### src/adc_fe_pkg.sv
`default_nettype none

package adc_fe_pkg;

	////////////////////
	// Data widths
	////////////////////

	// One ADC channel sample
	localparam int ADC_W      = 14;
	// One preamp gain code
	localparam int GAIN_W     = 4;
	// Preamp serial word, gain B over gain A
	localparam int AMP_WORD_W = 8;
	// LED bank
	localparam int LED_W      = 8;
	// Sample period value
	localparam int CNT_W      = 32;

	////////////////////
	// Serial timing
	////////////////////

	// System clocks per half serial clock, shared by both links
	localparam int SCK_HALF   = 2;

	////////////////////
	// Types
	////////////////////

	// Switch codes for the LED byte select
	typedef enum logic [3:0] {
		SEL_A_LO = 4'h1,
		SEL_A_HI = 4'h2,
		SEL_AMP  = 4'h3,
		SEL_B_LO = 4'h4,
		SEL_B_HI = 4'h8
	} led_sel_t;

	// Controller states
	typedef enum logic [1:0] {
		RESTART        = 2'd0,
		AMP_SENDING    = 2'd1,
		ADC_CONVERTING = 2'd2
	} ctrl_state_t;

endpackage

`default_nettype wire

### src/adc_frontend.sv
`timescale 1ns/10ps
`default_nettype none

module adc_frontend #(
	parameter logic [adc_fe_pkg::GAIN_W-1:0] GAIN_A        = 4'd4,
	parameter logic [adc_fe_pkg::GAIN_W-1:0] GAIN_B        = 4'd2,
	parameter logic [adc_fe_pkg::CNT_W-1:0]  SAMPLE_PERIOD = 100_000_000
) (
	input  wire                                    CLK50MHZ,
	input  wire                                    RST,
	input  wire [$bits(adc_fe_pkg::led_sel_t)-1:0] sw,
	output wire [adc_fe_pkg::LED_W-1:0]            led,
	// Preamp pins
	output wire                                    amp_sck,
	output wire                                    amp_cs,
	output wire                                    amp_mosi,
	input  wire                                    amp_miso,
	// ADC pins
	output wire                                    ad_conv,
	output wire                                    adc_sck,
	input  wire                                    adc_miso
);
	import adc_fe_pkg::*;

	// Controller to preamp engine
	wire                  amp_trig;
	wire [GAIN_W-1:0]     amp_a;
	wire [GAIN_W-1:0]     amp_b;
	wire                  amp_done;
	wire [AMP_WORD_W-1:0] amp_rx;
	// Controller to ADC engine
	wire                  adc_trig;
	wire                  adc_done;
	wire [ADC_W-1:0]      adc_a;
	wire [ADC_W-1:0]      adc_b;

	cntr #(
		.GAIN_A        (GAIN_A),
		.GAIN_B        (GAIN_B),
		.SAMPLE_PERIOD (SAMPLE_PERIOD)
	) u_cntr (
		.CLK50MHZ         (CLK50MHZ),
		.RST              (RST),
		.amp_trig         (amp_trig),
		.amp_a            (amp_a),
		.amp_b            (amp_b),
		.amp_done         (amp_done),
		.amp_datareceived (amp_rx),
		.adc_trig         (adc_trig),
		.adc_done         (adc_done),
		.adc_a            (adc_a),
		.adc_b            (adc_b),
		.sw               (sw),
		.led              (led)
	);

	// Gain word writer
	amp_spi u_amp_spi (
		.CLK50MHZ (CLK50MHZ),
		.RST      (RST),
		.amp_trig (amp_trig),
		.gain_a   (amp_a),
		.gain_b   (amp_b),
		.amp_done (amp_done),
		.amp_rx   (amp_rx),
		.amp_sck  (amp_sck),
		.amp_cs   (amp_cs),
		.amp_mosi (amp_mosi),
		.amp_miso (amp_miso)
	);

	// Dual channel sample reader
	adc_spi u_adc_spi (
		.CLK50MHZ (CLK50MHZ),
		.RST      (RST),
		.adc_trig (adc_trig),
		.adc_done (adc_done),
		.adc_a    (adc_a),
		.adc_b    (adc_b),
		.ad_conv  (ad_conv),
		.adc_sck  (adc_sck),
		.adc_miso (adc_miso)
	);

endmodule

`default_nettype wire

### src/adc_spi.sv
`timescale 1ns/10ps
`default_nettype none

module adc_spi (
	input  wire                          CLK50MHZ,
	input  wire                          RST,
	input  wire                          adc_trig,
	output logic                         adc_done,
	output logic [adc_fe_pkg::ADC_W-1:0] adc_a,
	output logic [adc_fe_pkg::ADC_W-1:0] adc_b,
	output logic                         ad_conv,
	output logic                         adc_sck,
	input  wire                          adc_miso
);
	import adc_fe_pkg::*;

	// Serial clocks per conversion read
	localparam int FRAME_W = 34;
	localparam int DIV_W   = (SCK_HALF > 1) ? $clog2(SCK_HALF) : 1;
	localparam int BIT_W   = $clog2(FRAME_W);
	// Field positions in the frame, bit 1 arrives first
	localparam int A_MSB   = FRAME_W - 3;
	localparam int B_MSB   = FRAME_W - 19;

	typedef enum logic [1:0] {
		AD_IDLE,
		AD_CONV,
		AD_SHIFT,
		AD_FIN
	} adc_state_t;

	adc_state_t state;

	// Half period divider
	logic [DIV_W-1:0] div;
	// Second half of the conversion pulse
	logic conv_half;
	// Serial clock index within the frame
	logic [BIT_W-1:0] bit_cnt;
	// Whole frame, first bit ends at the top
	logic [FRAME_W-1:0] sh;

	wire half_tick = (div == DIV_W'(SCK_HALF - 1));

	////////////////////
	// Control
	////////////////////

	always_ff @(posedge CLK50MHZ) begin
		if (RST) begin
			state     <= AD_IDLE;
			div       <= '0;
			conv_half <= 1'b0;
			bit_cnt   <= '0;
			ad_conv   <= 1'b0;
			adc_sck   <= 1'b0;
			adc_done  <= 1'b0;
		end else begin
			adc_done <= 1'b0;
			// Divider stopped in idle
			if (state != AD_IDLE && !half_tick) begin
				div <= div + 1'b1;
			end else begin
				div <= '0;
			end
			case (state)
				AD_IDLE: begin
					// Trigger while busy never reaches here
					if (adc_trig) begin
						state     <= AD_CONV;
						ad_conv   <= 1'b1;
						conv_half <= 1'b0;
					end
				end
				AD_CONV: begin
					// Convert pulse lasts one serial period
					if (half_tick) begin
						conv_half <= 1'b1;
						if (conv_half) begin
							ad_conv <= 1'b0;
							bit_cnt <= '0;
							state   <= AD_SHIFT;
						end
					end
				end
				AD_SHIFT: begin
					if (half_tick) begin
						adc_sck <= ~adc_sck;
						// Falling edge ends a serial clock
						if (adc_sck) begin
							if (bit_cnt == BIT_W'(FRAME_W - 1)) begin
								state <= AD_FIN;
							end else begin
								bit_cnt <= bit_cnt + 1'b1;
							end
						end
					end
				end
				AD_FIN: begin
					adc_done <= 1'b1;
					state    <= AD_IDLE;
				end
				default: state <= AD_IDLE;
			endcase
		end
	end

	////////////////////
	// Data path
	////////////////////

	always_ff @(posedge CLK50MHZ) begin
		// Sample on rising serial clock
		if (state == AD_SHIFT && half_tick && !adc_sck) begin
			sh <= {sh[FRAME_W-2:0], adc_miso};
		end
		// Channel fields, guard bits dropped
		if (state == AD_FIN) begin
			adc_a <= sh[A_MSB -: ADC_W];
			adc_b <= sh[B_MSB -: ADC_W];
		end
	end

endmodule

`default_nettype wire

### src/amp_spi.sv
`timescale 1ns/10ps
`default_nettype none

module amp_spi (
	input  wire                              CLK50MHZ,
	input  wire                              RST,
	input  wire                              amp_trig,
	input  wire [adc_fe_pkg::GAIN_W-1:0]     gain_a,
	input  wire [adc_fe_pkg::GAIN_W-1:0]     gain_b,
	output logic                             amp_done,
	output logic [adc_fe_pkg::AMP_WORD_W-1:0] amp_rx,
	output logic                             amp_sck,
	output logic                             amp_cs,
	output wire                              amp_mosi,
	input  wire                              amp_miso
);
	import adc_fe_pkg::*;

	localparam int DIV_W = (SCK_HALF > 1) ? $clog2(SCK_HALF) : 1;
	localparam int BIT_W = $clog2(AMP_WORD_W);

	typedef enum logic [1:0] {
		AS_IDLE,
		AS_SHIFT,
		AS_FIN
	} amp_state_t;

	amp_state_t state;

	// Half period divider
	logic [DIV_W-1:0] div;
	// Bit index within the word
	logic [BIT_W-1:0] bit_cnt;
	// Outgoing word, incoming bits fill from the bottom
	logic [AMP_WORD_W-1:0] sh;
	// Returned bit held from rising to falling edge
	logic miso_q;

	wire half_tick = (div == DIV_W'(SCK_HALF - 1));

	// MSB of the shifter is always on the wire
	assign amp_mosi = sh[AMP_WORD_W-1];

	////////////////////
	// Control
	////////////////////

	always_ff @(posedge CLK50MHZ) begin
		if (RST) begin
			state    <= AS_IDLE;
			div      <= '0;
			bit_cnt  <= '0;
			amp_sck  <= 1'b0;
			amp_cs   <= 1'b1;
			amp_done <= 1'b0;
		end else begin
			amp_done <= 1'b0;
			// Divider only runs while shifting
			if (state == AS_SHIFT && !half_tick) begin
				div <= div + 1'b1;
			end else begin
				div <= '0;
			end
			case (state)
				AS_IDLE: begin
					if (amp_trig) begin
						state   <= AS_SHIFT;
						amp_cs  <= 1'b0;
						bit_cnt <= '0;
					end
				end
				AS_SHIFT: begin
					if (half_tick) begin
						amp_sck <= ~amp_sck;
						// Falling edge closes one bit
						if (amp_sck) begin
							if (bit_cnt == BIT_W'(AMP_WORD_W - 1)) begin
								state <= AS_FIN;
							end else begin
								bit_cnt <= bit_cnt + 1'b1;
							end
						end
					end
				end
				AS_FIN: begin
					// Release chip select, flag the word
					amp_done <= 1'b1;
					amp_cs   <= 1'b1;
					state    <= AS_IDLE;
				end
				default: state <= AS_IDLE;
			endcase
		end
	end

	////////////////////
	// Data path
	////////////////////

	always_ff @(posedge CLK50MHZ) begin
		if (state == AS_IDLE && amp_trig) begin
			// Gain B high nibble, gain A low nibble
			sh <= {gain_b, gain_a};
		end else if (state == AS_SHIFT && half_tick) begin
			if (!amp_sck) begin
				// Rising edge, sample the amp
				miso_q <= amp_miso;
			end else begin
				// Falling edge, next bit out
				sh <= {sh[AMP_WORD_W-2:0], miso_q};
			end
		end
		// Readback is what shifted in
		if (state == AS_FIN) begin
			amp_rx <= sh;
		end
	end

endmodule

`default_nettype wire

### src/cntr.sv
`timescale 1ns/10ps
`default_nettype none

module cntr #(
	parameter logic [adc_fe_pkg::GAIN_W-1:0] GAIN_A        = 4'd4,
	parameter logic [adc_fe_pkg::GAIN_W-1:0] GAIN_B        = 4'd2,
	parameter logic [adc_fe_pkg::CNT_W-1:0]  SAMPLE_PERIOD = 100_000_000
) (
	input  wire                                    CLK50MHZ,
	input  wire                                    RST,
	// Preamp link
	output logic                                   amp_trig,
	output wire [adc_fe_pkg::GAIN_W-1:0]           amp_a,
	output wire [adc_fe_pkg::GAIN_W-1:0]           amp_b,
	input  wire                                    amp_done,
	input  wire [adc_fe_pkg::AMP_WORD_W-1:0]       amp_datareceived,
	// ADC link
	output wire                                    adc_trig,
	input  wire                                    adc_done,
	input  wire [adc_fe_pkg::ADC_W-1:0]            adc_a,
	input  wire [adc_fe_pkg::ADC_W-1:0]            adc_b,
	// Board IO
	input  wire [$bits(adc_fe_pkg::led_sel_t)-1:0] sw,
	output logic [adc_fe_pkg::LED_W-1:0]           led
);
	import adc_fe_pkg::*;

	ctrl_state_t state;

	// Sample rate counter
	wire [CNT_W-1:0] cnt_max = SAMPLE_PERIOD;
	wire             cnt_en;

	assign amp_a = GAIN_A;
	assign amp_b = GAIN_B;

	// Conversions only after the preamp is set up
	assign cnt_en = (state == ADC_CONVERTING);

	sample_counter u_sample_counter (
		.CLK50MHZ (CLK50MHZ),
		.RST      (RST),
		.cnt_en   (cnt_en),
		.cnt_max  (cnt_max),
		.cnt_trig (adc_trig)
	);

	////////////////////
	// State machine
	////////////////////

	always_ff @(posedge CLK50MHZ) begin
		if (RST) begin
			state    <= RESTART;
			amp_trig <= 1'b0;
		end else begin
			// One gain write per reset
			amp_trig <= (state == RESTART);
			case (state)
				RESTART: begin
					state <= AMP_SENDING;
				end
				AMP_SENDING: begin
					// Wait for the preamp word to finish
					if (amp_done) begin
						state <= ADC_CONVERTING;
					end
				end
				ADC_CONVERTING: begin
					// Free running until reset
					state <= ADC_CONVERTING;
				end
				default: state <= RESTART;
			endcase
		end
	end

	////////////////////
	// LED select
	////////////////////

	always_ff @(posedge CLK50MHZ) begin
		if (RST) begin
			led <= LED_W'(8'hAA);
		end else if (adc_done) begin
			case (sw)
				SEL_A_LO: led <= adc_a[7:0];
				// Upper six bits, zero filled
				SEL_A_HI: led <= LED_W'(adc_a[ADC_W-1:8]);
				SEL_B_LO: led <= adc_b[7:0];
				SEL_B_HI: led <= LED_W'(adc_b[ADC_W-1:8]);
				// Preamp readback byte
				SEL_AMP:  led <= LED_W'(amp_datareceived);
				default:  led <= LED_W'(8'h55);
			endcase
		end
	end

endmodule

`default_nettype wire

### src/sample_counter.sv
`timescale 1ns/10ps
`default_nettype none

module sample_counter (
	input  wire                         CLK50MHZ,
	input  wire                         RST,
	input  wire                         cnt_en,
	input  wire [adc_fe_pkg::CNT_W-1:0] cnt_max,
	output logic                        cnt_trig
);
	import adc_fe_pkg::*;

	// Clocks left until the next tick
	logic [CNT_W-1:0] cnt;

	always_ff @(posedge CLK50MHZ) begin
		if (RST) begin
			cnt      <= '0;
			cnt_trig <= 1'b0;
		end else if (!cnt_en) begin
			// Parked at reload value while off
			// First tick then lands a full period after enable
			cnt      <= cnt_max - 1'b1;
			cnt_trig <= 1'b0;
		end else if (cnt == '0) begin
			// Period done, reload and fire
			cnt      <= cnt_max - 1'b1;
			cnt_trig <= 1'b1;
		end else begin
			cnt      <= cnt - 1'b1;
			cnt_trig <= 1'b0;
		end
	end

endmodule

`default_nettype wire

### config.mk
export PLATFORM = sky130hd
export DESIGN_NAME = adc_frontend
export DESIGN_NICKNAME = d
export VERILOG_FILES = /design/src/adc_fe_pkg.sv /design/src/adc_frontend.sv /design/src/adc_spi.sv /design/src/amp_spi.sv /design/src/cntr.sv /design/src/sample_counter.sv
export SDC_FILE = /design/constraint.sdc
export NUM_CORES = 1
export LEC_CHECK = 0
export BUFFER_PORTS_ARGS = -buffer_cell sky130_fd_sc_hd__buf_4
export CORE_AREA = 5 5 171 173
export CTS_CLUSTER_DIAMETER = 80
export DETAILED_ROUTE_END_ITERATION = 10
export DIE_AREA = 0 0 176 178
export PLACE_DENSITY = 0.49
export SYNTH_ARGS = -nofsm -noshare
export SYNTH_HDL_FRONTEND = slang
export SYNTH_HIERARCHICAL = 1
export SYNTH_SLANG_ARGS = --single-unit
### constraint.sdc
create_clock -name CLK50MHZ -period 3.08 [get_ports CLK50MHZ]
set_clock_uncertainty 0.15 [all_clocks]
set_input_delay 0.154 -clock CLK50MHZ [delete_from_list [all_inputs] [get_ports CLK50MHZ]]
set_output_delay 0.154 -clock CLK50MHZ [all_outputs]
set_load 0.01 [all_outputs]
Word level (Yosys, flattened, before mapping)
Cells that the tools add are included.
{"block": "totals", "register_bits": 143, "in_bits": 8, "out_inout_bits": 13, "word_cells": 136}
{"block": "op_classes", "add_sub_neg": 5, "eq_ne": 27, "muxes": 40, "bitwise": 6, "n_reduce_logical": 33}
{"operator": "2-to-1 mux 27 bit", "n": 2}
{"operator": "case mux 8 bit (5 select lines)", "n": 1}
{"operator": "logical NOT 32 bit", "n": 1}
{"operator": "subtractor 32 x 1 -> 32 bit (second input constant)", "n": 1}
{"operator": "2-to-1 mux 6 bit", "n": 5}
{"operator": "2-to-1 mux 2 bit", "n": 11}
{"operator": "inequality test 2 x 1 -> 1 bit (second input constant)", "n": 8}
{"operator": "2-to-1 mux 3 bit", "n": 4}
{"operator": "case mux 6 bit (2 select lines)", "n": 1}
{"operator": "AND reduction 6 bit", "n": 2}
{"operator": "inequality test 2 bit (second input constant)", "n": 5}
{"operator": "nonzero test 2 bit", "n": 5}
{"operator": "2-to-1 mux 1 bit", "n": 9}
{"operator": "equality test 2 bit (second input constant)", "n": 4}
{"operator": "equality test 4 x 2 -> 1 bit (second input constant)", "n": 2}
{"operator": "case mux 2 bit (4 select lines)", "n": 1}
{"operator": "AND reduction 2 bit", "n": 4}
{"operator": "AND reduction 4 bit", "n": 2}
{"operator": "adder 6 x 1 -> 6 bit (second input constant)", "n": 1}
{"operator": "equality test 2 x 1 -> 1 bit (second input constant)", "n": 3}
{"operator": "equality test 6 bit (second input constant)", "n": 1}
{"operator": "logical AND 1 bit", "n": 6}
{"operator": "logical NOT 2 bit", "n": 3}
{"operator": "NOT 1 bit", "n": 6}
{"operator": "15 further kinds", "n": 23}

Depth between registers and ports, before layout
{"block": "logic_depth", "depth_word": 5, "ltp_mapped": 7, "ltp_nobuf": 7}

Cells and area by module
Netlist, hierarchy kept.
{"mod": "adc_spi", "n_inst": 1, "cells_per_inst": 140, "area_each_um2": 2512.4, "seq_area_each_um2": 2062.0}
{"mod": "sample_counter", "n_inst": 1, "cells_per_inst": 302, "area_each_um2": 2416.1, "seq_area_each_um2": 660.6}
{"mod": "amp_spi", "n_inst": 1, "cells_per_inst": 64, "area_each_um2": 1004.7, "seq_area_each_um2": 690.7}
{"mod": "cntr", "n_inst": 1, "cells_per_inst": 98, "area_each_um2": 868.3, "seq_area_each_um2": 220.2}

Worst setup path after synthesis
No wires, ideal clock.
{"block": "synth_path", "path_kind": "flip-flop to flip-flop", "startpoint": "register u_adc_spi.state[0]", "endpoint": "register u_adc_spi.sh[0], enable pin", "setup_time_ns": 0.421, "t_arrival_ns": 2.114, "path_slack_ns": 0.394, "path_stages_with_launch": 5, "path_buffers": 0, "cell_sequence": "dfxtp_1 > inv_1 > ha_1 > nand2_1 > nor2_1"}
{"block": "synth_between", "elab_chain_len": 3}
{"item": "start: declaration", "line": "adc_spi.sv:32", "text": "adc_state_t state;"}
{"item": "start signal: assignment", "line": "adc_spi.sv:51", "text": "state <= AD_IDLE;"}
{"item": "start signal: assignment", "line": "adc_spi.sv:70", "text": "state <= AD_CONV;"}
{"item": "start signal: assignment", "line": "adc_spi.sv:82", "text": "state <= AD_SHIFT;"}
{"item": "equality test 2 bit", "line": "adc_spi.sv:114", "text": "if (state == AD_SHIFT && half_tick && !adc_sck) begin"}
{"item": "logical AND 1 bit (2 in a row)", "line": "adc_spi.sv:114"}
{"item": "end signal: assignment", "line": "adc_spi.sv:115", "text": "sh <= {sh[FRAME_W-2:0], adc_miso};"}
{"item": "end: declaration", "line": "adc_spi.sv:41", "text": "logic [FRAME_W-1:0] sh;"}
No other way between the ends.
A chain may end at the register's enable or synchronous reset.

Worst setup path in the final report
{"block": "layout_path", "startpoint": "register u_cntr.u_sample_counter.cnt[2]", "endpoint": "register u_cntr.u_sample_counter.cnt[28]"}
{"block": "layout_between", "elab_chain_len": 2, "word_cells_on_any_way": 3}
{"item": "start: declaration", "line": "sample_counter.sv:14", "text": "logic [CNT_W-1:0] cnt;"}
{"item": "start signal: assignment", "line": "sample_counter.sv:23", "text": "cnt <= cnt_max - 1'b1;"}
{"item": "start signal: assignment", "line": "sample_counter.sv:27", "text": "cnt <= cnt_max - 1'b1;"}
{"item": "start signal: assignment", "line": "sample_counter.sv:30", "text": "cnt <= cnt - 1'b1;"}
{"item": "branches (longest 2 deep; another with subtractor 32 x 1 -> 32 bit)"}
Several ways; the timed one is not identified.

==> run metrics <==
outcome=completed; RSZ-0062 raised after global routing=false; period utilization=83.8%; max cap viols=0; most common cell in the netlist=edfxtp_1; DRC=0; CTS tree=built; pre-CTS setup slack=0.531 ns; crit start category=flip-flop; post-route setup TNS=0 ns; final core occ=30.2%; die height=178 µm; Final Hold Fails=0; Least-Margin Pin Slew=0.887 ns; Worst setup EP type=flip-flop; Vias=4711; postcts setup bufs=0; vias per std cell=4.31; clock-pin slew on the worst setup and hold paths=0.06 ns; Congestion Overflow GR=0; Antenna Nets Post-Route=0; Hold Path Class=in2reg; Pre-antenna DRT Iters=5; post-layout total power=0.00522 W; crit path DAT=2.79 ns; row cnt=61; nets=757; Final HPWL DP=8.99 mm; num ports=21; post-synthesis sequential area ratio=53.4%; P_leak=2.94 nW; Synth cell types=75; area share of the largest cell type after synthesis=34.0%; H-tree Lvls=4; die area=31300 µm²; initial antenna violation count=0; Post-synth EDFFs=77; Syn Area/Cell=11.3 µm²; share of layout cells above drive strength 1=12.6%; synthesis-to-layout area growth=22.0%; CP Max Fanout=6; fmax=0.388 GHz; post-synthesis instance total=604; placer congestion estimate=0.763; number of global-route vias before repair=4587; top post-synthesis cells by count=edfxtp_1 (77), dfxtp_1 (66), nor2_1 (46), nor4_1 (35), nor3_1 (31); asr flop ratio synth=0%; Max Slew Vio Count=0; R2R setup slack=0.50 ns; synth warn=6; antenna diode count=0; clock buffer depth=2; largest net degree at the start of global routing=63; CTS Hold Buffers Added=6; gr usage total=9.07%; WL final=13.5 mm; top cells by area, synth=edfxtp_1 (34%), dfxtp_1 (19%), xnor2_1 (3.6%); crit path kind=reg2reg; ys flop type=edfxtp_1; area leader, netlist=edfxtp_1; CP Data Required Time=3.29 ns; clock sink total=143; Resized cells post-CTS=0; initial DRC count=364; final setup margin=0.500 ns; flops & latches, synth=143; Fillers=2862; synthesized cell area=6800 µm²; multi-input logic area=3340 µm²; # port buffers=20; Final Critical Period=2.58 ns; first-pass GRT wire length=22.9 mm; Max-Slew Margin vs Limit=40.9%; DR WL/cell=12.3 µm; Power Dens Cells=629 nW/µm²; Core Area=27500 µm²; initial core utilization=24.8%; die width=176 µm; Storage cell area=3630 µm²; CTS buffer count=17; CTS root buf=clkbuf_16; peak supply drop=398 µV; final setup fails=0; Clk Latency, worst-skew pair=0.42 ns
==> metrics by stage <==
step,cells,hold slack (ns),cell area [µm²]
after floorplan,719,0.0756,7230
after global placement,1056,0.195,7660
after detailed placement,1056,0.198,7660
after CTS,1094,0.0264,8300
after global routing,1094,0.0908,8300
final,1094,0.0461,8300
==> layout by cell type (no fill, tap or decap), types with 12 or more instances in the layout <==
cell type  instances
nand2_1           24
a211oi_1          29
dfxtp_1           66
nor4_1            35
inv_1             13
nor2_1            45
mux2_2            12
buf_4             27
a21oi_1           13
nand3_1           12
clkbuf_16         18
xor2_1            16
nor3_1            31
edfxtp_1          77
conb_1           117
ha_1              14
xnor2_1           28
==> cells by family (layout without fill, tap and decap cells) <==
kind of cell | after synthesis | after routing | share of synthesized area, %
simple gates | 224 | 224 | 18.9
fa+ha+maj | 14 | 14 | 2.58
buf+inv | 49 | 78 | 4.03
other cells | 2 | 117 | 0.110
mux | 18 | 18 | 2.92
flops | 143 | 143 | 53.4
compound gates | 110 | 110 | 12.3
xor+xnor | 44 | 44 | 5.67
==> final timing paths <==
kind,cells after the start,endpoint,from
hold reg to reg,0,u_adc_spi/adc_a[13],u_adc_spi/sh[31]
hold / removal,4,u_cntr/led[2],sw[2]
setup / recovery,5,u_cntr/u_sample_counter/cnt[28],u_cntr/u_sample_counter/cnt[2]
setup reg to reg,5,u_cntr/u_sample_counter/cnt[28],u_cntr/u_sample_counter/cnt[2]
==> state kept, by name (all words and copies together) (netlist names), 2 cells and up <==
name,flops
u_adc_spi/adc_a,14
u_adc_spi/adc_b,14
u_adc_spi/bit_cnt,6
u_adc_spi/sh,32
u_adc_spi/state,2
u_amp_spi/amp_rx,8
u_amp_spi/bit_cnt,3
u_amp_spi/sh,8
u_amp_spi/state,2
u_cntr/led,8
u_cntr/state,2
u_cntr/u_sample_counter/cnt,32
==> area by class of cell <==
cell class	instances	area share [%]
Clock inverter	11	1.28
Tap cell	346	5.22
Sequential cell	143	43.8
Timing Repair Buffer	33	3.17
Clock buffer	21	5.68
Inverter	13	0.588
Multi-Input combinational cell	527	40.3
==> worst max-delay path, cell delays in order, from the launching register on <==
cell	delay, ns
dfxtp_1	0.35
or4_4	0.59
or4b_1	0.67
or4_1	0.44
a31o_1	0.23
a21oi_2	0.09
==> where the power goes <==
group	total, W	internal [W]	switching, W	leakage, nW
Sequential	0.00235	0.00219	0.000161	1.24
Combinational	0.000865	0.000387	0.000478	1.43
Clock	0.00201	0.00119	0.000817	0.277
Total	0.00522	0.00376	0.00146	2.94
==> layer usage <==
layer	vias to the layer above	GRT usage, %	share of wire (%)
li1	2449	-	-
met1	2192	11.8	49
met2	56	14.4	46
met3	14	2.71	2.9
met4	0	3.09	1.5
met5	-	0	0
Power figures use the tool's default switching activity.
